==> src/hdl/clahe_macros.svh <==
// ======================================
// CLAHE tile memory sizes
// Tile grid, bins, bank layout and word widths
// ======================================
`ifndef CLAHE_MACROS_SVH
`define CLAHE_MACROS_SVH

// Tile grid of 4x4
`define CLAHE_TILE_X_BITS 2
`define CLAHE_TILE_Y_BITS 2

// 256 bins per tile
`define CLAHE_BIN_BITS 8

// Histogram counts and CDF entries
`define CLAHE_HIST_W 16
`define CLAHE_CDF_W 8

// Checkerboard banks, four tiles of 256 bins each
`define CLAHE_NUM_BANKS 4
`define CLAHE_BANK_AW 10
`define CLAHE_BANK_DEPTH 1024

`endif

==> src/hdl/clahe_pkg.sv <==
// ======================================
// CLAHE tile memory types
// Word types and tile-to-bank decode
// ======================================
`default_nettype none
`include "clahe_macros.svh"

package clahe_pkg;

    // Tile index holds Y in the high half, X in the low half
    typedef logic [`CLAHE_TILE_Y_BITS+`CLAHE_TILE_X_BITS-1:0] tile_idx_t;
    typedef logic [`CLAHE_BIN_BITS-1:0]                       bin_addr_t;
    typedef logic [$clog2(`CLAHE_NUM_BANKS)-1:0]              bank_id_t;
    typedef logic [`CLAHE_BANK_AW-1:0]                        bank_addr_t;
    typedef logic [`CLAHE_HIST_W-1:0]                         hist_word_t;
    typedef logic [`CLAHE_CDF_W-1:0]                          cdf_word_t;

    // Position inside the 2x2 mapping window
    typedef enum logic [1:0] {
        WIN_TL = 2'd0,
        WIN_TR = 2'd1,
        WIN_BL = 2'd2,
        WIN_BR = 2'd3
    } win_pos_t;

    // One word per bank, indexed by bank id
    typedef hist_word_t [`CLAHE_NUM_BANKS-1:0] bank_words_t;

    // Bank id is {Y odd, X odd}
    function automatic bank_id_t bank_id_of(input tile_idx_t tile);
        logic [`CLAHE_TILE_X_BITS-1:0] tx;
        logic [`CLAHE_TILE_Y_BITS-1:0] ty;
        tx = tile[`CLAHE_TILE_X_BITS-1:0];
        ty = tile[`CLAHE_TILE_X_BITS +: `CLAHE_TILE_Y_BITS];
        return {ty[0], tx[0]};
    endfunction

    // Inner tile position inside the bank, then the bin
    function automatic bank_addr_t bank_addr_of(input tile_idx_t tile, input bin_addr_t bin);
        logic [`CLAHE_TILE_X_BITS-1:0] tx;
        logic [`CLAHE_TILE_Y_BITS-1:0] ty;
        tx = tile[`CLAHE_TILE_X_BITS-1:0];
        ty = tile[`CLAHE_TILE_X_BITS +: `CLAHE_TILE_Y_BITS];
        return {ty[`CLAHE_TILE_Y_BITS-1:1], tx[`CLAHE_TILE_X_BITS-1:1], bin};
    endfunction

endpackage

`default_nettype wire

==> src/hdl/clahe_ifs.sv <==
// ======================================
// CLAHE bank port interfaces
// Single-address port A and parallel mapping port B
// ======================================
`timescale 1ns/10ps
`default_nettype none
`include "clahe_macros.svh"

// ======================================
// Port A: one shared address, per-bank write enables
// ======================================
interface bank_port_if;
    import clahe_pkg::*;

    logic [`CLAHE_NUM_BANKS-1:0] we;
    bank_addr_t                  addr;
    hist_word_t                  wdata;
    // Registered read word of every bank
    bank_words_t                 rdata;

    modport ctrl (output we, output addr, output wdata, input rdata);
    modport bank (input we, input addr, input wdata, output rdata);

endinterface


`default_nettype wire

==> src/hdl/pingpong_ctrl.sv <==
// ======================================
// CLAHE ping-pong set controller
// Bulk clear, port-A arbitration, set routing
// and read-return selection
// ======================================
`timescale 1ns/10ps
`default_nettype none
`include "clahe_macros.svh"

module pingpong_ctrl (
    input  wire                        pclk,
    input  wire                        rst_n,
    input  wire                        ping_pong_flag_i,
    input  wire                        clear_start_i,
    output logic                       clear_done_o,
    input  wire clahe_pkg::tile_idx_t  hist_tile_i,
    input  wire clahe_pkg::bin_addr_t  hist_addr_i,
    input  wire                        hist_wr_en_i,
    input  wire clahe_pkg::hist_word_t hist_wr_data_i,
    input  wire clahe_pkg::tile_idx_t  cdf_tile_i,
    input  wire clahe_pkg::bin_addr_t  cdf_addr_i,
    input  wire                        cdf_wr_en_i,
    input  wire                        cdf_rd_en_i,
    input  wire clahe_pkg::cdf_word_t  cdf_wr_data_i,
    output clahe_pkg::hist_word_t      hist_rd_data_o,
    output clahe_pkg::hist_word_t      cdf_rd_data_o,
    bank_port_if.ctrl                  set0_a,
    bank_port_if.ctrl                  set1_a
);
    import clahe_pkg::*;

    logic                        clearing;
    bank_addr_t                  clear_cnt;
    bank_id_t                    hist_bank;
    bank_id_t                    cdf_bank;
    bank_id_t                    rd_bank;
    bank_addr_t                  hist_baddr;
    bank_addr_t                  cdf_baddr;
    logic [`CLAHE_NUM_BANKS-1:0] we;
    bank_addr_t                  a_addr;
    hist_word_t                  a_wdata;
    bank_id_t                    rd_bank_q;
    logic                        rd_set_q;
    hist_word_t                  rd_word;

    // ======================================
    // Bulk clear
    // ======================================
    // One address per cycle across all four banks at once
    always_ff @(posedge pclk or negedge rst_n) begin
        if (!rst_n) begin
            clearing  <= 1'b0;
            clear_cnt <= '0;
        end else if (clear_start_i) begin
            clearing  <= 1'b1;
            clear_cnt <= '0;
        end else if (clearing) begin
            if (clear_cnt == bank_addr_t'(`CLAHE_BANK_DEPTH - 1)) begin
                clearing <= 1'b0;
            end
            clear_cnt <= clear_cnt + 1'b1;
        end
    end

    assign clear_done_o = ~clearing;

    // Tile decode
    assign hist_bank  = bank_id_of(hist_tile_i);
    assign cdf_bank   = bank_id_of(cdf_tile_i);
    assign hist_baddr = bank_addr_of(hist_tile_i, hist_addr_i);
    assign cdf_baddr  = bank_addr_of(cdf_tile_i, cdf_addr_i);
    assign rd_bank    = cdf_rd_en_i ? cdf_bank : hist_bank;

    // ======================================
    // Port A arbitration
    // ======================================
    // Clear beats histogram write, which beats CDF write
    always_comb begin
        we      = '0;
        a_addr  = cdf_rd_en_i ? cdf_baddr : hist_baddr;
        a_wdata = hist_wr_data_i;
        if (clearing) begin
            we      = '1;
            a_addr  = clear_cnt;
            a_wdata = '0;
        end else if (hist_wr_en_i) begin
            for (int b = 0; b < `CLAHE_NUM_BANKS; b++) begin
                we[b] = (hist_bank == bank_id_t'(b));
            end
            a_addr = hist_baddr;
        end else if (cdf_wr_en_i) begin
            for (int b = 0; b < `CLAHE_NUM_BANKS; b++) begin
                we[b] = (cdf_bank == bank_id_t'(b));
            end
            a_addr  = cdf_baddr;
            a_wdata = {{(`CLAHE_HIST_W - `CLAHE_CDF_W){1'b0}}, cdf_wr_data_i};
        end
    end

    // Only the active set sees write enables
    assign set0_a.we    = ping_pong_flag_i ? '0 : we;
    assign set1_a.we    = ping_pong_flag_i ? we : '0;
    assign set0_a.addr  = a_addr;
    assign set1_a.addr  = a_addr;
    assign set0_a.wdata = a_wdata;
    assign set1_a.wdata = a_wdata;

    // ======================================
    // Read return
    // ======================================
    // Bank and set follow the registered read by one cycle
    always_ff @(posedge pclk or negedge rst_n) begin
        if (!rst_n) begin
            rd_bank_q <= '0;
            rd_set_q  <= 1'b0;
        end else begin
            rd_bank_q <= rd_bank;
            rd_set_q  <= ping_pong_flag_i;
        end
    end

    assign rd_word = rd_set_q ? set1_a.rdata[rd_bank_q] : set0_a.rdata[rd_bank_q];

    // Histogram and CDF reads share port A
    assign hist_rd_data_o = rd_word;
    assign cdf_rd_data_o  = rd_word;

endmodule

`default_nettype wire

==> src/flat_wrapper.sv <==
// flat-port wrapper written by rule: the top's interface ports become plain ports
module pingpong_ctrl_flat import clahe_pkg::*;
  (pclk, rst_n, ping_pong_flag_i, clear_start_i, clear_done_o, hist_tile_i, hist_addr_i, hist_wr_en_i, hist_wr_data_i, cdf_tile_i, cdf_addr_i, cdf_wr_en_i, cdf_rd_en_i, cdf_wr_data_i, hist_rd_data_o, cdf_rd_data_o, set0_a_we, set0_a_addr, set0_a_wdata, set0_a_rdata, set1_a_we, set1_a_addr, set1_a_wdata, set1_a_rdata);
  bank_port_if set0_a_i ();
  bank_port_if set1_a_i ();
  input  wire pclk;
  input  wire rst_n;
  input  wire ping_pong_flag_i;
  input  wire clear_start_i;
  output logic clear_done_o;
  input  wire clahe_pkg::tile_idx_t hist_tile_i;
  input  wire clahe_pkg::bin_addr_t hist_addr_i;
  input  wire hist_wr_en_i;
  input  wire clahe_pkg::hist_word_t hist_wr_data_i;
  input  wire clahe_pkg::tile_idx_t cdf_tile_i;
  input  wire clahe_pkg::bin_addr_t cdf_addr_i;
  input  wire cdf_wr_en_i;
  input  wire cdf_rd_en_i;
  input  wire clahe_pkg::cdf_word_t cdf_wr_data_i;
  output clahe_pkg::hist_word_t hist_rd_data_o;
  output clahe_pkg::hist_word_t cdf_rd_data_o;
  output wire logic [$bits(set0_a_i.we)-1:0] set0_a_we;
  output wire logic [$bits(set0_a_i.addr)-1:0] set0_a_addr;
  output wire logic [$bits(set0_a_i.wdata)-1:0] set0_a_wdata;
  input wire logic [$bits(set0_a_i.rdata)-1:0] set0_a_rdata;
  output wire logic [$bits(set1_a_i.we)-1:0] set1_a_we;
  output wire logic [$bits(set1_a_i.addr)-1:0] set1_a_addr;
  output wire logic [$bits(set1_a_i.wdata)-1:0] set1_a_wdata;
  input wire logic [$bits(set1_a_i.rdata)-1:0] set1_a_rdata;
  assign set0_a_we = set0_a_i.we;
  assign set0_a_addr = set0_a_i.addr;
  assign set0_a_wdata = set0_a_i.wdata;
  assign set0_a_i.rdata = set0_a_rdata;
  assign set1_a_we = set1_a_i.we;
  assign set1_a_addr = set1_a_i.addr;
  assign set1_a_wdata = set1_a_i.wdata;
  assign set1_a_i.rdata = set1_a_rdata;
  pingpong_ctrl u_core (.pclk(pclk), .rst_n(rst_n), .ping_pong_flag_i(ping_pong_flag_i), .clear_start_i(clear_start_i), .clear_done_o(clear_done_o), .hist_tile_i(hist_tile_i), .hist_addr_i(hist_addr_i), .hist_wr_en_i(hist_wr_en_i), .hist_wr_data_i(hist_wr_data_i), .cdf_tile_i(cdf_tile_i), .cdf_addr_i(cdf_addr_i), .cdf_wr_en_i(cdf_wr_en_i), .cdf_rd_en_i(cdf_rd_en_i), .cdf_wr_data_i(cdf_wr_data_i), .hist_rd_data_o(hist_rd_data_o), .cdf_rd_data_o(cdf_rd_data_o), .set0_a(set0_a_i), .set1_a(set1_a_i));
endmodule
==> config.mk <==
export PLATFORM = sky130hd
export DESIGN_NAME = pingpong_ctrl_flat
export DESIGN_NICKNAME = d
export VERILOG_FILES = /design/src/hdl/clahe_pkg.sv /design/src/hdl/clahe_ifs.sv /design/src/hdl/pingpong_ctrl.sv /design/src/flat_wrapper.sv
export VERILOG_INCLUDE_DIRS = /design/src /design/src/hdl
export SDC_FILE = /design/constraint.sdc
export NUM_CORES = 1
export LEC_CHECK = 0
export BUFFER_PORTS_ARGS = -buffer_cell sky130_fd_sc_hd__buf_2
export CORE_AREA = 2 2 106 108
export CTS_CLUSTER_SIZE = 12
export DETAILED_ROUTE_END_ITERATION = 8
export DIE_AREA = 0 0 108 110
export HOLD_SLACK_MARGIN = 0.05
export PLACE_DENSITY = 0.68
export SYNTH_ARGS = -nofsm -noshare
export SYNTH_HDL_FRONTEND = slang
export SYNTH_SLANG_ARGS = --single-unit
export TNS_END_PERCENT = 10
==> constraint.sdc <==
create_clock -name pclk -period 1.7 [get_ports pclk]
set_input_delay 0.34 -clock pclk [delete_from_list [all_inputs] [get_ports pclk]]
set_output_delay 0.34 -clock pclk [all_outputs]
set_load 0.02 [all_outputs]
# == Word level (Yosys, flattened, before mapping) ==
# Cells that the tools add are included.
# word_totals
ff_bits,14
elab_cells,40
input_bits,183
out_inout_bits,93
# op_classes
bitwise,1
n_mux,23
n_lt_le_gt_ge,1
n_eq_ne,7
reduce_logical,3
addsub,1
# ops
cell,n
$mux W16,6
$bmux W16 S2,2
$mux W10,6
$mux W4,5
$add A10 B1 Y10 const B,1
$eq A10 B10 Y1 const B,1
$eq A2 B2 Y1 const B,4
$eq A2 B1 Y1 const B,2
$logic_not A2 Y1,2
$lt A2 B3 Y1 const B,1
$mux W1,3
$mux W2,1
$reduce_bool A2 Y1,1
$not A1 Y1,1

# == Logic depth before layout (Yosys ltp) ==
# depth
depth_word,5
depth_mapped,5
depth_no_buf,4

# == Least setup slack after synthesis ==
# OpenSTA, ideal clock, no wires.
# synth_path
path_kind,register to output
from,reg u_core.rd_bank_q[0]
to,out hist_rd_data_o[10]
arrival_ns,1.623
required_time_ns,1.360
stages_incl_launch_ff,6
setup_slack_ns,-0.263
path_buffers,3
path_cell_list,dfrtp_1 > buf_6 > buf_6 > mux4_1 > mux2_2 > buf_4
# synth_via
elab_chain_len,3
elab_cells_between_ends,5
classes_between,5 x mux
# synth_lines
item,line_no,source
"start, declared",pingpong_ctrl.sv:42,bank_id_t rd_bank_q;
"start signal, assigned",pingpong_ctrl.sv:117,rd_bank_q <= rd_bank;
$bmux W16 S2,pingpong_ctrl.sv:122,assign rd_word = rd_set_q ? set1_a.rdata[rd_bank_q] : set0_a.rdata[rd_bank_q];
$mux W16 (implied by the code),pingpong_ctrl.sv:122,
$mux W16 (*),pingpong_ctrl.sv:122,
"end, declared",flat_wrapper.sv:20,output clahe_pkg::hist_word_t hist_rd_data_o;
# Mark *: on every way between the ends. The rest lies on a longest branch, timed or not. The select of a mux whose other input is x is not followed.

# == Worst setup path in the final report ==
# layout_path
from,reg u_core.rd_bank_q[0]
to,out hist_rd_data_o[12]
# Same word-level chain as after synthesis.

==> results.cfg <==
[timing]
fin_crit_ps = 2210
fin_crit_sh = 1.30
finalHoldViolCount = 0
tightest_slew_ps = 352
grt_setup_unrepaired = true
clock_skew_ps = 5.02
worst_slack_ps = -507
setup_tns_ps = -15560
fmax_mhz = 453
report.final.slew_viol_count = 0
setup_viol = 33
slew_headroom = 0.766

[setup_path]
rr_startpoint = u_core.clearing
arrival_ps = 1870
criticalPathCategory = reg2out
r2r_cells = 4
cp-startpoint = u_core.rd_bank_q[0]
worstSetupEndpoint = hist_rd_data_o[12]
crit_path_end_kind = output port
crit_fanout = 8
cp_data_required_time_ps = 1360
reg2reg_slack_ps = 100
startpoint_type = flop
reg2reg_to = u_core.clear_cnt[9]

[drt]
via_count = 2906
post_drt_wl_per_cell_um = 14.9
drtIter0Drc = 144
vias_per_cell = 4.68
wl_um = 9270
drc = 0
ant_nets = 0
firstDrtPassIters = 4

[job]
maxCapViolCount = 0

[power_and_ir_drop]
ir_drop_mv = 0.253
p_per_area_nw_per_um2 = 458
total_power_mw = 1.85
leakage_nw = 2.20

[global_routing]
track_usage = 0.140
grt_pass1_wl_um = 13200
grt_pass1_vias = 2874
antenna_found_initial = 1
grt_max_degree = 36
grt_overflow_total = 0

[logic_synthesis]
ys.flop_type = dfrtp_1
synthTopCellsByArea = mux4_1 (28%), dfrtp_1 (14%), buf_4 (13%), mux2_2 (8.1%), mux4_2 (4.5%)
synth_nets = 431
synth.yosys.warnings = 0
synth-edff-count = 0
ys_seq_area_frac = 0.139
ys_ff_latch = 14
synth-async-reset-ratio = 1.00
synthDistinctLibCells = 36
yosysTopAreaCell = mux4_1
synth_top_area_frac = 0.282
syn_inst = 247
syn_area_um2 = 2510
synth_common_cells = buf_4 (42), nand2_1 (29), mux4_1 (27)
synth.avg_cell_area_um2 = 10.2
yosys.cell_count.top_type = buf_4

[placed_design]
dp_hpwl_um = 7960
port_buffers = 275
routabilityCongestion = 0.778
dp.cells = 612

[clock_network]
htreeDepth = 1
clk_pin_slew_ps = 70
cts_made_buffers = 3
clockBufferDepth = 2
cts_tree = built
insertion_delay_ps = 250
clkSinkCount = 14
root_buffer = clkbuf_8

[die]
rows = 38
die_area_um2 = 11900
die_y_um = 110
start_util = 0.235
core_area_um2 = 10700
num_io_pins = 276
die_w_um = 108

[cells_and_area]
drive_above_1_share = 0.735
syn2layout_area_growth_pct = 61.0
fin_cells = 621
postLayoutCoreUtil = 0.378
nets = 665

[min_path]
hold_class = in2reg
holdPathStages = 1

[run_status]
violations = negative setup slack
status = finished, violations left
placed cells by master, fill, tap and decap left out, drive strengths merged:
| cell | Yosys | final |
|---|---|---|
| buf | 52 | 289 |
| mux4 | 32 | 32 |
| nand2 | 29 | 29 |
| mux2 | 18 | 18 |
| dfrtp | 14 | 14 |
| o21ai | 14 | 14 |
| a21oi | 13 | 13 |
| mux2i | 11 | 11 |
| nor2 | 9 | 9 |
| and3 | 8 | 8 |
| nor2b | 5 | 5 |
| nand3 | 4 | 4 |
| clkbuf | 9 | 4 |
| nand4 | 4 | 4 |
| a311oi | 3 | 3 |
| or3 | 3 | 3 |
| xor2 | 3 | 3 |
| inv | 3 | 2 |
| and3b | 2 | 2 |
| o21bai | 2 | 2 |
| diode | 0 | 1 |
| clkinvlp | 0 | 1 |
| nor3b | 1 | 1 |
| nand2b | 1 | 1 |
| o311a | 1 | 1 |
| nor3 | 1 | 1 |
| xnor2 | 1 | 1 |
| or4b | 1 | 1 |
| o31ai | 1 | 1 |
| or4 | 1 | 1 |
| ha | 1 | 1 |
| dlygate4sd3 | 0 | 1 |
critical path, stage by stage, from the launching register on:
cell	delay [ps]
dfrtp_2	390
buf_12	140
buf_12	140
mux4_2	500
mux2_4	310
buf_6	140
power breakdown:
group / total, mW / leakage, nW / switching [mW] / internal (mW)
Combinational: 1.16 / 1.99 / 0.513 / 0.647
Clock: 0.337 / 0.0288 / 0.132 / 0.205
Sequential: 0.357 / 0.180 / 0.0131 / 0.344
what timing repair did:
item | 4_1_cts | 5_1_grt
setup buffers | 2 | 0
pin swaps | 0 | 1
hold buffers | 1 | 0
cloned | 1 | 0
hold endpoints to repair | 14 | 0
resized for setup | 32 | 31
endpoints found under the setup margin | 85 | 76
cell type report:
class	instances	area (um^2)
diodes	1	2.50
multi-input cells	169	1720
well taps	140	175
clock buffers	4	55.1
fillers	1072	6650
repair buffers	290	1730
inverters	3	15.0
flip-flops and latches	14	353
through the flow:
stage                     setup slack [ps]  instance area, um^2  hold WS, ps
final                                 -507                 4050          280
after detailed placement              -267                 3740          276
after CTS                             -520                 3950          273
after floorplan                       -180                 2560         44.4
after global routing                  -561                 4050          277
after global placement                -254                 3740          269
cells by family (layout without fill, tap and decap cells):
kind of cell | Yosys count | in the layout | synth area share
flops | 14 | 14 | 0.139
mux | 61 | 61 | 0.451
buf+inv | 64 | 297 | 0.175
simple gates | 69 | 69 | 0.138
other cells | 0 | 1 | 0
compound gates | 34 | 34 | 0.0772
xor+xnor | 4 | 4 | 0.0139
fa+ha+maj | 1 | 1 | 0.00498
worst min-delay path by stage:
stage / startpoint / end
6_report: ping_pong_flag_i / u_core.rd_set_q
3_3_place_gp: rst_n / u_core.clear_cnt[7]
3_5_place_dp: rst_n / u_core.clear_cnt[3]
2_1_floorplan: rst_n / u_core.clear_cnt[0]
5_1_grt: ping_pong_flag_i / u_core.rd_set_q
4_1_cts: ping_pong_flag_i / u_core.rd_set_q
routing by layer:
layer  vias up  GRT usage  wire [um]
li1       1347          -          -
met1      1384      0.140       3080
met2       157      0.288       5290
met3        18     0.0259        697
met4         0     0.0440        199
met5         -          0          0
flip-flops by register name (all words and copies together), names as in the netlist:
register	cells
u_core.rd_set_q	1
u_core.clearing	1
u_core.clear_cnt	10
u_core.rd_bank_q	2
Note: power is estimated with default switching activity, not from simulation.
