`config.mk`:
```
export PLATFORM = sky130hd
export DESIGN_NAME = mapping_xbar_flat
export DESIGN_NICKNAME = d
export VERILOG_FILES = /design/src/hdl/clahe_pkg.sv /design/src/hdl/clahe_ifs.sv /design/src/hdl/mapping_xbar.sv /design/src/flat_wrapper.sv
export VERILOG_INCLUDE_DIRS = /design/src /design/src/hdl
export SDC_FILE = /design/constraint.sdc
export NUM_CORES = 1
export LEC_CHECK = 0
export BUFFER_PORTS_ARGS = -buffer_cell sky130_fd_sc_hd__buf_2
export CAP_MARGIN = 5
export CORE_AREA = 2 2 103 105
export DETAILED_ROUTE_END_ITERATION = 16
export DIE_AREA = 0 0 105 107
export SLEW_MARGIN = 20
export SYNTH_ARGS = -nofsm -noshare
export SYNTH_HDL_FRONTEND = slang
export SYNTH_SLANG_ARGS = --single-unit
```
`constraint.sdc`:
```
create_clock -name pclk -period 3.1 [get_ports pclk]
set_input_delay 0.31 -clock pclk [delete_from_list [all_inputs] [get_ports pclk]]
set_output_delay 0.31 -clock pclk [all_outputs]
set_load 0.03 [all_outputs]
```
`src/hdl/clahe_macros.svh`:
```
// ======================================
// CLAHE tile memory sizes
// Tile grid, bins, bank layout and word widths
// ======================================
`ifndef CLAHE_MACROS_SVH
`define CLAHE_MACROS_SVH

// Tile grid of 4x4
`define CLAHE_TILE_X_BITS 2
`define CLAHE_TILE_Y_BITS 2

// 256 bins per tile
`define CLAHE_BIN_BITS 8

// Histogram counts and CDF entries
`define CLAHE_HIST_W 16
`define CLAHE_CDF_W 8

// Checkerboard banks, four tiles of 256 bins each
`define CLAHE_NUM_BANKS 4
`define CLAHE_BANK_AW 10
`define CLAHE_BANK_DEPTH 1024

`endif

```
`src/hdl/clahe_pkg.sv`:
```
// ======================================
// CLAHE tile memory types
// Word types and tile-to-bank decode
// ======================================
`default_nettype none
`include "clahe_macros.svh"

package clahe_pkg;

    // Tile index holds Y in the high half, X in the low half
    typedef logic [`CLAHE_TILE_Y_BITS+`CLAHE_TILE_X_BITS-1:0] tile_idx_t;
    typedef logic [`CLAHE_BIN_BITS-1:0]                       bin_addr_t;
    typedef logic [$clog2(`CLAHE_NUM_BANKS)-1:0]              bank_id_t;
    typedef logic [`CLAHE_BANK_AW-1:0]                        bank_addr_t;
    typedef logic [`CLAHE_HIST_W-1:0]                         hist_word_t;
    typedef logic [`CLAHE_CDF_W-1:0]                          cdf_word_t;

    // Position inside the 2x2 mapping window
    typedef enum logic [1:0] {
        WIN_TL = 2'd0,
        WIN_TR = 2'd1,
        WIN_BL = 2'd2,
        WIN_BR = 2'd3
    } win_pos_t;

    // One word per bank, indexed by bank id
    typedef hist_word_t [`CLAHE_NUM_BANKS-1:0] bank_words_t;

    // Bank id is {Y odd, X odd}
    function automatic bank_id_t bank_id_of(input tile_idx_t tile);
        logic [`CLAHE_TILE_X_BITS-1:0] tx;
        logic [`CLAHE_TILE_Y_BITS-1:0] ty;
        tx = tile[`CLAHE_TILE_X_BITS-1:0];
        ty = tile[`CLAHE_TILE_X_BITS +: `CLAHE_TILE_Y_BITS];
        return {ty[0], tx[0]};
    endfunction

    // Inner tile position inside the bank, then the bin
    function automatic bank_addr_t bank_addr_of(input tile_idx_t tile, input bin_addr_t bin);
        logic [`CLAHE_TILE_X_BITS-1:0] tx;
        logic [`CLAHE_TILE_Y_BITS-1:0] ty;
        tx = tile[`CLAHE_TILE_X_BITS-1:0];
        ty = tile[`CLAHE_TILE_X_BITS +: `CLAHE_TILE_Y_BITS];
        return {ty[`CLAHE_TILE_Y_BITS-1:1], tx[`CLAHE_TILE_X_BITS-1:1], bin};
    endfunction

endpackage

`default_nettype wire

```
`src/hdl/clahe_ifs.sv`:
```
// ======================================
// CLAHE bank port interfaces
// Single-address port A and parallel mapping port B
// ======================================
`timescale 1ns/10ps
`default_nettype none
`include "clahe_macros.svh"


// ======================================
// Port B: independent read address per bank
// ======================================
interface map_port_if;
    import clahe_pkg::*;

    bank_addr_t  addr [`CLAHE_NUM_BANKS];
    bank_words_t rdata;

    modport xbar (output addr, input rdata);
    modport bank (input addr, output rdata);

endinterface

`default_nettype wire

```
`src/hdl/mapping_xbar.sv`:
```
// ======================================
// CLAHE mapping crossbar
// Steers 2x2 window tiles onto banks and
// bank words back onto window positions
// ======================================
`timescale 1ns/10ps
`default_nettype none
`include "clahe_macros.svh"

module mapping_xbar (
    input  wire                       pclk,
    input  wire                       rst_n,
    input  wire                       ping_pong_flag_i,
    input  wire clahe_pkg::bin_addr_t map_addr_i,
    input  wire clahe_pkg::tile_idx_t map_tl_tile_i,
    input  wire clahe_pkg::tile_idx_t map_tr_tile_i,
    input  wire clahe_pkg::tile_idx_t map_bl_tile_i,
    input  wire clahe_pkg::tile_idx_t map_br_tile_i,
    output clahe_pkg::cdf_word_t      map_tl_data_o,
    output clahe_pkg::cdf_word_t      map_tr_data_o,
    output clahe_pkg::cdf_word_t      map_bl_data_o,
    output clahe_pkg::cdf_word_t      map_br_data_o,
    map_port_if.xbar                  set0_b,
    map_port_if.xbar                  set1_b
);
    import clahe_pkg::*;

    tile_idx_t   win_tile [4];
    bank_addr_t  bank_addr [`CLAHE_NUM_BANKS];
    bank_id_t    tl_bank_q;
    logic        map_set_q;
    bank_words_t raw;
    cdf_word_t   pos_word [4];

    assign win_tile[WIN_TL] = map_tl_tile_i;
    assign win_tile[WIN_TR] = map_tr_tile_i;
    assign win_tile[WIN_BL] = map_bl_tile_i;
    assign win_tile[WIN_BR] = map_br_tile_i;

    // ======================================
    // Address steering
    // ======================================
    // Each bank takes the window tile that lives in it, TL first
    always_comb begin
        for (int b = 0; b < `CLAHE_NUM_BANKS; b++) begin
            bank_addr[b] = bank_addr_of(win_tile[WIN_BR], map_addr_i);
            for (int p = 3; p >= 0; p--) begin
                if (bank_id_of(win_tile[p]) == bank_id_t'(b)) begin
                    bank_addr[b] = bank_addr_of(win_tile[p], map_addr_i);
                end
            end
        end
    end

    // Both sets get the same addresses, only one is picked on return
    assign set0_b.addr = bank_addr;
    assign set1_b.addr = bank_addr;

    // ======================================
    // Return crossbar
    // ======================================
    always_ff @(posedge pclk or negedge rst_n) begin
        if (!rst_n) begin
            tl_bank_q <= '0;
            map_set_q <= 1'b0;
        end else begin
            tl_bank_q <= bank_id_of(map_tl_tile_i);
            // Mapping set is the one not active
            map_set_q <= ~ping_pong_flag_i;
        end
    end

    assign raw = map_set_q ? set1_b.rdata : set0_b.rdata;

    // Window position XOR TL bank gives the bank holding that position
    always_comb begin
        for (int p = 0; p < 4; p++) begin
            pos_word[p] = raw[bank_id_t'(p) ^ tl_bank_q][`CLAHE_CDF_W-1:0];
        end
    end

    assign map_tl_data_o = pos_word[WIN_TL];
    assign map_tr_data_o = pos_word[WIN_TR];
    assign map_bl_data_o = pos_word[WIN_BL];
    assign map_br_data_o = pos_word[WIN_BR];

endmodule

`default_nettype wire

```
`src/flat_wrapper.sv`:
```
// flat-port wrapper written by rule: the top's interface ports become plain ports
module mapping_xbar_flat import clahe_pkg::*;
  (pclk, rst_n, ping_pong_flag_i, map_addr_i, map_tl_tile_i, map_tr_tile_i, map_bl_tile_i, map_br_tile_i, map_tl_data_o, map_tr_data_o, map_bl_data_o, map_br_data_o, set0_b_addr, set0_b_rdata, set1_b_addr, set1_b_rdata);
  map_port_if set0_b_i ();
  map_port_if set1_b_i ();
  input  wire pclk;
  input  wire rst_n;
  input  wire ping_pong_flag_i;
  input  wire clahe_pkg::bin_addr_t map_addr_i;
  input  wire clahe_pkg::tile_idx_t map_tl_tile_i;
  input  wire clahe_pkg::tile_idx_t map_tr_tile_i;
  input  wire clahe_pkg::tile_idx_t map_bl_tile_i;
  input  wire clahe_pkg::tile_idx_t map_br_tile_i;
  output clahe_pkg::cdf_word_t map_tl_data_o;
  output clahe_pkg::cdf_word_t map_tr_data_o;
  output clahe_pkg::cdf_word_t map_bl_data_o;
  output clahe_pkg::cdf_word_t map_br_data_o;
  output wire logic [$bits(set0_b_i.addr)-1:0] set0_b_addr;
  input wire logic [$bits(set0_b_i.rdata)-1:0] set0_b_rdata;
  output wire logic [$bits(set1_b_i.addr)-1:0] set1_b_addr;
  input wire logic [$bits(set1_b_i.rdata)-1:0] set1_b_rdata;
  assign set0_b_addr = {>>{set0_b_i.addr}};
  assign set0_b_i.rdata = set0_b_rdata;
  assign set1_b_addr = {>>{set1_b_i.addr}};
  assign set1_b_i.rdata = set1_b_rdata;
  mapping_xbar u_core (.pclk(pclk), .rst_n(rst_n), .ping_pong_flag_i(ping_pong_flag_i), .map_addr_i(map_addr_i), .map_tl_tile_i(map_tl_tile_i), .map_tr_tile_i(map_tr_tile_i), .map_bl_tile_i(map_bl_tile_i), .map_br_tile_i(map_br_tile_i), .map_tl_data_o(map_tl_data_o), .map_tr_data_o(map_tr_data_o), .map_bl_data_o(map_bl_data_o), .map_br_data_o(map_br_data_o), .set0_b(set0_b_i), .set1_b(set1_b_i));
endmodule
```
# ---- Word level (Yosys, flattened, before mapping)
# Index checks and enable logic that the tools add are counted.
dict set report word_totals {
  word_cells 43
  inputBits 155
  n_memories 0
  latch_bits 0
  reg_bits 3
  ram_bits 0
  rom_bits 0
}
dict set report op_classes {
  n_eq_ne 9
  bitwise 4
  add_sub_neg 0
  n_div 0
  mul 0
  muxes 21
  order_cmp 4
  reduce_logical 3
  shifts 0
}
# operator count
set ops {}
lappend ops {{$bmux W16 S2} 4}
lappend ops {{$mux W10} 12}
lappend ops {{$mux W64} 1}
lappend ops {{$mux W8} 4}
lappend ops {{$eq A2 B2 Y1 const B} 6}
lappend ops {{$lt A2 B3 Y1 const B} 4}
lappend ops {{$eq A2 B1 Y1 const B} 3}
lappend ops {{$logic_not A2 Y1} 3}
lappend ops {{$not A1 Y1} 3}
lappend ops {{$not A2 Y2} 1}

# ---- Logic depth before layout (Yosys ltp)
# Gate-level depths: netlist of the first run.
dict set report logic_depth {
  depth_word 4
  depth_mapped 5
  mapped_depth_nobuf 3
}

# ---- Worst setup path before layout of the first run
# Ideal clock, no wire load.
dict set report synth_timing {
  kind {input -> output}
  startpoint {in map_tr_tile_i[0]}
  endpoint {out set1_b_addr[28]}
  setup_slack_ns 0.835
  n_path_buf 2
  stages 5
  t_required_ns 2.790
  t_arrival_ns 1.955
  cell_sequence {clkbuf_1 -> nor2b_1 -> a211oi_1 -> o31ai_1 -> buf_4}
}
dict set report synth_via {
  elab_chain_cells 3
}
# item line
set synth_lines {}
lappend synth_lines {{start, declared} flat_wrapper.sv:11} ;# input wire clahe_pkg::tile_idx_t map_tr_tile_i;
lappend synth_lines {{$eq A2 B1 Y1} mapping_xbar.sv:48} ;# if (bank_id_of(win_tile[p]) == bank_id_t'(b)) begin
lappend synth_lines {{$mux W10 (2 in series)} mapping_xbar.sv:48}
lappend synth_lines {{end, declared} flat_wrapper.sv:20} ;# output wire logic [$bits(set1_b_i.addr)-1:0] set1_b_addr;
# Every way passes these cells.

# ---- Final worst setup path of the first run
dict set report layout_timing {
  startpoint {reg u_core.tl_bank_q[0]}
  endpoint {out map_tr_data_o[7]}
}
dict set report layout_via {
  elab_chain_cells 3
}
# item line
set layout_lines {}
lappend layout_lines {{start, declared} mapping_xbar.sv:30} ;# bank_id_t tl_bank_q;
lappend layout_lines {{start signal, assigned} mapping_xbar.sv:67} ;# tl_bank_q <= bank_id_of(map_tl_tile_i);
lappend layout_lines {{$not A1 Y1 (no line)} -}
lappend layout_lines {{$bmux W16 S2} mapping_xbar.sv:78} ;# pos_word[p] = raw[bank_id_t'(p) ^ tl_bank_q][`CLAHE_CDF_W-1:0];
lappend layout_lines {{$mux W8 (not written as such)} mapping_xbar.sv:78}
lappend layout_lines {{end, declared} flat_wrapper.sv:15} ;# output clahe_pkg::cdf_word_t map_tr_data_o;
# Every way passes these cells. The select of a mux whose other input is x is not followed.

==> impl_metrics.tcl, run 1 <==
set metrics [dict create \
    grt_overflow 0 \
    tns_ns 0 \
    synth_top_family_by_area "buffers and inverters" \
    cts_num_sinks 3 \
    synth-seq-area-share_pct 3.28 \
    area.growth.synth_to_final_pct 9.17 \
    cp-end-kind "primary output" \
    place_ws_ns 1.19 \
    grt_use_met2_pct 19.9 \
    cp_slowest_cell "dfrtp_2" \
    cts_hold_buf 1 \
    layout_common_cells "128 x buf_2, 34 x a221oi_1, 32 x mux2i_1, 32 x mux2_2, 32 x o22ai_1" \
    ys_ff_latch 3 \
    die_h_um 107 \
    core_area_um2 10100 \
    nets 484 \
    cts_made_buffers 3 \
    layout_setup_ws_ns 0.960 \
    cp-start-kind "register" \
    cts_buffer_depth 2 \
    first_global_vias 2234 \
    drcViolationCount 0 \
    cts-root-buf "clkbuf_8" \
    clk_pin_slew_ns 0.03 \
    power_density_nw_per_um2 278 \
    antenna_found_initial 0 \
    drv_slew 0 \
    hold_start "ping_pong_flag_i" \
    fin_hold_ws_ns 0.240 \
    fmaxAchievable_ghz 0.467 \
    synth-compound-area-share_pct 27.2 \
    grt_use_met1_pct 13.3 \
    dp_cells 459 \
    wl_mm 6.76 \
    status "complete, no violations" \
    syn_area_per_cell_um2 8.04 \
    synth_xor_area_share_pct 0 \
    rows 37 \
    grt_util_all_layers_pct 11.2 \
    path_class "reg -> out" \
    syn_nets 440 \
    yosysTopAreaCell "buf_4" \
    insertedDiodeCount 0 \
    critPathArrivalTime_ns 1.83 \
    hold_viol_final 0 \
    yosysUniqueCellTypes 24 \
    via_count 2359 \
    grt_pass1_wl_mm 10.7 \
    final_common_cell "buf_2" \
    synthMuxAreaShare_pct 29.7 \
    dp_hpwl_mm 5.43 \
    final_util_pct 24.8 \
    layout-drive-gt1-share_pct 52.1 \
    crit_family "buffers and inverters" \
    period_needed_ns 2.14 \
    syn_inst 285 \
    ys_warn_count 0 \
    tightest_slew_ns 0.446 \
    yosys.area_share.simple_pct 8.62 \
    slowest_delay_ns 0.36 \
    cts_tree "done" \
    via_per_inst 5.08 \
    postCtsSetupRepairBufs 0 \
    worstPathRequired_ns 2.79 \
    setup_violations 0 \
    hold_end "u_core.map_set_q$_DFF_PN0_" \
    drtAntennaViolNets 0 \
    io_pins 267 \
    ir_drop_uv 93.6 \
    use_met3_pct 2.31 \
    fp.dieW_um 105 \
    wl_per_cell_um 14.6 \
    crit_fanout 64 \
    hold_class "in -> reg" \
    synthAdderAreaFrac_pct 0 \
    initial_core_util_pct 22.7 \
    crit_chain "buf_12, mux2_2, o22ai_1, a221oi_1, buf_2" \
    port-buffer-count 128 \
    holdPathStages 2 \
    rsz0062_at_grt "no" \
    min_period_over_period_pct 69.0 \
    cap_viol_max_count 0 \
    drt_iter0_drc 122 \
    top_usage_layer "met2" \
    slew_headroom_pct 70.0 \
    first_pass_iters 4 \
    grt_max_degree 65 \
    worst-path-buf-inv 2 \
    globalplace.congestion 0.790 \
    cts_max_level 1 \
    fin_cells 464 \
    ctsResizeCount 0 \
    dieArea_um2 11200 \
    synth.area.top_cells "buf_4 24%, mux2_2 16%, mux2i_1 14%" \
    syn_area_um2 2290 \
    p_leak_nw 1.13 \
    synth.top_cell.area_share_pct 23.6 \
]
-- worst max-delay path by stage --
stage                             startpoint          endpoint  cells after the start
6_report       u_core.tl_bank_q[0]$_DFF_PN0_  map_tr_data_o[7]                      5
5_1_grt        u_core.tl_bank_q[0]$_DFF_PN0_  map_tr_data_o[7]                      5
4_1_cts        u_core.tl_bank_q[0]$_DFF_PN0_  map_tr_data_o[7]                      5
3_5_place_dp   u_core.tl_bank_q[0]$_DFF_PN0_  map_tr_data_o[7]                      5
3_3_place_gp   u_core.tl_bank_q[0]$_DFF_PN0_  map_tr_data_o[7]                      5
2_1_floorplan               map_tr_tile_i[0]   set1_b_addr[28]                      5
-- stage by stage --
step | area (um^2) | power, mW
global placement | 2450 | 0.575
floorplan | 2290 | 0.591
global route | 2500 | 0.750
detailed placement | 2450 | 0.583
finish | 2500 | 0.697
CTS | 2500 | 0.701
-- routing by layer --
| layer | routed length (um) | vias up |
|---|---|---|
| met2 | 3090 | 139 |
| met3 | 699 | 19 |
| li1 | - | 1126 |
| met5 | 0 | - |
| met4 | 207 | 0 |
| met1 | 2760 | 1075 |
-- cell families (layout without fill, tap and decap cells) --
group,count (synthesis),in the layout
muxes,64,64
buffers and inverters,96,139
and+or+nand+nor,38,38
AOI/OAI and AO/OA,84,84
DFF,3,3
-- state kept, by name, indices dropped and copies added (netlist names) --
register,flops
u_core.map_set_q,1
u_core.tl_bank_q,2
-- where the power goes --
| group | internal, mW | switching (mW) | total (mW) |
|---|---|---|---|
| Clock | 0.0875 | 0.0240 | 0.112 |
| Combinational | 0.199 | 0.342 | 0.542 |
| Sequential | 0.0416 | 0.00196 | 0.0436 |
| Total | 0.329 | 0.368 | 0.697 |
-- area by class of cell --
cell class / instances / area, um^2
Inverter: 1 / 3.75
Tap cell: 136 / 170
Fill cell: 1127 / 7590
Timing Repair Buffer: 134 / 701
Clock buffer: 4 / 45.0
Sequential cell: 3 / 76.3
Multi-Input combinational cell: 186 / 1510
-- cells in the mapped netlist, drive strengths merged --
cell type and count:
a211oi 6, a221oi 34, and3 2, and3b 4
buf 81, clkbuf 14, dfrtp 3, inv 1
mux2 32, mux2i 32, nand2 10, nand2b 5
nand3 2, nor2 8, nor2b 5, nor3 2
o21a 2, o21ai 4, o22ai 32, o31ai 6
Power figures use the tool's default switching activity.
==> run 2: changes to the inputs <==
- clock period: 3.1 -> 2.2 ns (I/O delays scaled with it)
==> run 2 against run 1 <==
Sequential share of layout area is the same. Critical endpoint is now map_tl_data_o[5]. Count of clock-buffer cells in the layout is the same. Critical path type unchanged. First-iteration DRC count grew 25%. Non-clock buffer count is the same. Worst setup slack lost 0.83 ns. Combinational power grew 41%. Worst hold slack lost 0.095 ns. Routed wire length shrank 0.15%.
==> impl_metrics.tcl, run 2 (synthesized netlist as in run 1, its figures left out) <==
set metrics [dict create \
    status "complete, no violations" \
    largest_reg_flops 2 \
    total_power_mw 0.981 \
    hold_end "u_core.map_set_q$_DFF_PN0_" \
    cts_max_level 1 \
    ir_drop_uv 164 \
    cap_viol_max_count 0 \
    hold_start "ping_pong_flag_i" \
    core_area_um2 10100 \
    power_density_nw_per_um2 392 \
    tightest_slew_ns 0.670 \
    ff_latch_area_um2 76.3 \
    slew_headroom_pct 55.3 \
    initial_core_util_pct 22.7 \
    drtAntennaViolNets 0 \
    fp.dieW_um 105 \
    drt_iter0_drc 153 \
    multi_input_area_um2 1510 \
    top_regs "u_core.tl_bank_q: 2 flops, u_core.map_set_q: 1 flops" \
    cts-root-buf "clkbuf_8" \
    hold_viol_final 0 \
    dieArea_um2 11200 \
    cp-end-kind "primary output" \
    die_h_um 107 \
    dp_hpwl_mm 5.47 \
    port-buffer-count 128 \
    ctsResizeCount 0 \
    cp_slowest_cell "nor2_2" \
    via_count 2382 \
    grt_util_all_layers_pct 11.1 \
    first_pass_iters 4 \
    io_pins 267 \
    postCtsSetupRepairBufs 0 \
    cts_num_sinks 3 \
    fmaxAchievable_ghz 0.482 \
    cts_tree "done" \
    layout_setup_ws_ns 0.126 \
    final_common_cell "buf_2" \
    slowest_delay_ns 0.55 \
    p_leak_nw 1.13 \
    globalplace.congestion 0.783 \
    place_ws_ns 0.351 \
    wl_per_cell_um 14.5 \
    rows 37 \
    insertedDiodeCount 0 \
    wl_mm 6.75 \
    first_global_vias 2158 \
    top_register "u_core.tl_bank_q" \
    crit_fanout 17 \
    cp-start-kind "register" \
    crit_cells 4 \
    worst-path-buf-inv 2 \
    clk_pin_slew_ns 0.03 \
    fin_cells 464 \
    crit_chain "nor2_2, buf_4, a221oi_1, buf_2" \
    nets 484 \
    setup_violations 0 \
    drcViolationCount 0 \
    cts_buffer_depth 2 \
    holdPathStages 2 \
    dp_cells 459 \
    grt_overflow 0 \
    crit_family "simple AND/OR/NAND/NOR gates" \
    rsz0062_at_grt "no" \
    hold_class "in -> reg" \
    critPathArrivalTime_ns 1.85 \
    via_per_inst 5.13 \
    path_class "reg -> out" \
    area.growth.synth_to_final_pct 9.17 \
    drv_slew 0 \
    tns_ns 0 \
    min_period_over_period_pct 94.3 \
    fillers 1116 \
    cts_made_buffers 3 \
    grt_max_degree 65 \
    grt_pass1_wl_mm 10.5 \
    layout-drive-gt1-share_pct 52.1 \
    period_needed_ns 2.07 \
    layout_common_cells "128 x buf_2, 34 x a221oi_1, 32 x mux2i_1, 32 x mux2_2, 32 x o22ai_1" \
    antenna_found_initial 0 \
    worstPathRequired_ns 1.98 \
]
[run 2: cell counts in the layout (fill, tap and decap cells not counted)]
No cell type changed its count.
[run 2: area by class of cell]
| class | instances | share of cell area [%] |
|---|---|---|
| multi-input combinational | 186 | 60.2 |
| tap | 136 | 6.80 |
| sequential | 3 | 3.05 |
| clock buffer | 4 | 1.80 |
| timing repair buffer | 134 | 28.0 |
| inverter | 1 | 0.150 |
[run 2: power by group]
group	switching, mW	leakage [nW]	total, mW	internal, mW
combinational	0.481	1.07	0.762	0.281
sequential	0.00295	0.0340	0.0615	0.0586
clock	0.0345	0.0228	0.158	0.123
[run 2: metal layers]
metal	share of wire (%)	GRT usage [%]	up-vias
met4	2.1	4.10	0
li1	-	-	1127
met5	0	0	-
met3	9.9	1.88	13
met1	42	13.1	1106
met2	46	19.9	136
[run 2: how the worst max path moves through the flow]
stage	startpoint	to
after floorplan	map_tr_tile_i[0]	set1_b_addr[28]
after detailed placement	u_core.map_set_q$_DFF_PN0_	map_br_data_o[3]
after global routing	u_core.map_set_q$_DFF_PN0_	map_tl_data_o[5]
final	u_core.map_set_q$_DFF_PN0_	map_tl_data_o[5]
after global placement	u_core.map_set_q$_DFF_PN0_	map_br_data_o[4]
after CTS	u_core.map_set_q$_DFF_PN0_	map_br_data_o[3]
[run 2: stage by stage]
stage	instance area [um^2]	hold WS [ns]	utilization [%]
floorplan	2290	-0.0756	-
global placement	2450	0.0144	24.2
detailed placement	2450	0.0172	24.2
CTS	2500	0.141	24.8
global route	2500	0.155	24.8
finish	2500	0.145	24.8
[run 2: what timing repair did]
action,4_1_cts,5_1_grt
endpoints found under the setup margin,0,0
endpoints found under the hold margin,3,0
hold buffers,1,0
==> run 3: changes to the inputs <==
- CELL_PAD_IN_SITES_DETAIL_PLACEMENT: unset -> 1
- CELL_PAD_IN_SITES_GLOBAL_PLACEMENT: unset -> 1
- CORE_AREA: 2 2 103 105 -> unset
- CORE_UTILIZATION: unset -> 21
- DIE_AREA: 0 0 105 107 -> unset
- PLACE_DENSITY_LB_ADDON: unset -> 0.1
==> run 3 against run 2 <==
Die area increased by 0.91%. First-iteration DRC count is 47% lower. Final cell count up 0.65%. Count of clock-buffer cells in the layout stayed put. Worst setup slack gained 0.072 ns. Power grew 1.3%. Routed wire length grew 15%. Via count fell by 3.4%. Clock power barely moved. Critical path type unchanged.
==> impl_metrics.tcl, run 3 (synthesized netlist as in run 1, its figures left out) <==
set metrics [dict create \
    drv_slew 0 \
    antenna_found_initial 0 \
    cts_tree "done" \
    initial_core_util_pct 21.9 \
    top_register "u_core.tl_bank_q" \
    crit_fanout 32 \
    top_regs "u_core.tl_bank_q: 2 flops, u_core.map_set_q: 1 flops" \
    total_power_mw 0.994 \
    drtAntennaViolNets 0 \
    rsz0062_at_grt "no" \
    drcViolationCount 0 \
    cts_max_level 1 \
    layout_common_cells "128 x buf_2, 34 x a221oi_1, 32 x mux2i_1, 32 x mux2_2, 32 x o22ai_1" \
    top_usage_layer "met2" \
    tns_ns 0 \
    port-buffer-count 128 \
    fmaxAchievable_ghz 0.500 \
    grt_pass1_wl_mm 12.1 \
    rows 37 \
    cts_made_buffers 3 \
    fp.dieW_um 106 \
    cap_viol_max_count 0 \
    cp-start-kind "register" \
    dieArea_um2 11300 \
    tightest_slew_ns 0.596 \
    use_met3_pct 1.35 \
    min_period_over_period_pct 91.0 \
    via_count 2301 \
    power_density_nw_per_um2 391 \
    dp_cells 462 \
    hold_class "in -> reg" \
    grt_max_degree 49 \
    grt_use_met1_pct 17.6 \
    slew_headroom_pct 60.2 \
    grt_util_all_layers_pct 13.1 \
    critPathArrivalTime_ns 1.78 \
    final_common_cell "buf_2" \
    insertedDiodeCount 0 \
    grt_use_met2_pct 21.8 \
    drt_iter0_drc 81 \
    fillers 1312 \
    period_needed_ns 2.00 \
    wl_mm 7.79 \
    hold_viol_final 0 \
    cp-end-kind "primary output" \
    via_per_inst 4.93 \
    holdPathStages 2 \
    cts-root-buf "clkbuf_8" \
    grt_overflow 0 \
    nets 487 \
    area.growth.synth_to_final_pct 11.0 \
    core_area_um2 10500 \
    cts_num_sinks 3 \
    wl_per_cell_um 16.7 \
    clk_pin_slew_ns 0.03 \
    layout-drive-gt1-share_pct 52.9 \
    worstPathRequired_ns 1.98 \
    hold_start "ping_pong_flag_i" \
    path_class "reg -> out" \
    setup_violations 0 \
    first_global_vias 2293 \
    status "complete, no violations" \
    io_pins 267 \
    hold_end "u_core.map_set_q$_DFF_PN0_" \
    globalplace.congestion 0.741 \
    p_leak_nw 1.15 \
    first_pass_iters 4 \
    dp_hpwl_mm 6.31 \
    die_h_um 106 \
    largest_reg_flops 2 \
    ir_drop_uv 123 \
    fin_cells 467 \
    cts_buffer_depth 2 \
]
run 3: cell types whose count changed in the layout (fill, tap and decap cells not counted):
cell / previous run / this run
nor2_4: 0 / 1
buf_4: 4 / 5
nor2b_4: 0 / 1
nor2_2: 1 / 0
nor2b_2: 1 / 0
buf_6: 0 / 2
nand2_2: 0 / 1
nand2_1: 10 / 9
run 3: power breakdown:
| part | switching (mW) | internal [mW] |
|---|---|---|
| logic | 0.486 | 0.287 |
| clock network | 0.0353 | 0.123 |
| registers | 0.00374 | 0.0586 |
| total | 0.525 | 0.469 |
run 3: per-stage QoR:
step           hold WS (ns)  setup slack (ns)  cell area (um^2)  util (%)
6_report              0.145             0.199              2540      24.3
5_1_grt               0.150            0.0429              2540      24.3
4_1_cts               0.142            0.0434              2530      24.2
3_5_place_dp         0.0201            0.0951              2470      23.6
3_3_place_gp         0.0174            0.0994              2470      23.6
2_1_floorplan       -0.0756             0.115              2290         -
run 3: final cells by class:
| class | instances | area, um^2 | share of cell area [%] |
|---|---|---|---|
| Clock buffer | 4 | 45.0 | 1.77 |
| Inverter | 1 | 3.75 | 0.147 |
| Multi-Input combinational cell | 186 | 1520 | 59.7 |
| Sequential cell | 3 | 76.3 | 3.00 |
| Tap cell | 136 | 170 | 6.69 |
| Timing Repair Buffer | 137 | 731 | 28.7 |
run 3: what timing repair did:
item | CTS | global route
endpoints found under the hold margin | 3 | 0
gates resized for setup | 2 | 3
setup buffers | 0 | 0
hold buffers | 1 | 0
setup endpoints to repair | 20 | 15
run 3: how the worst max path moves through the flow:
stage	endpoint	slack [ns]	startpoint
6_report	map_bl_data_o[1]	0.20	u_core.map_set_q$_DFF_PN0_
5_1_grt	map_bl_data_o[1]	0.04	u_core.map_set_q$_DFF_PN0_
4_1_cts	map_bl_data_o[1]	0.04	u_core.map_set_q$_DFF_PN0_
3_5_place_dp	map_tl_data_o[3]	0.1	u_core.tl_bank_q[1]$_DFF_PN0_
3_3_place_gp	map_tl_data_o[3]	0.1	u_core.tl_bank_q[1]$_DFF_PN0_
2_1_floorplan	set1_b_addr[28]	0.12	map_tr_tile_i[0]
run 3: critical path: stages (launching register included):
cell      delay, ns
dfrtp_1        0.41
buf_4          0.17
nand2b_1       0.08
buf_6          0.26
o22ai_1        0.11
a221oi_1       0.27
buf_2          0.27
run 3: per-layer routing:
metal	wire length, um	up-vias	share of wire [%]
met3	465	36	6.0
met1	3550	1066	46
met5	0	-	0
met2	3580	62	46
met4	184	0	2.4
li1	-	1137	-
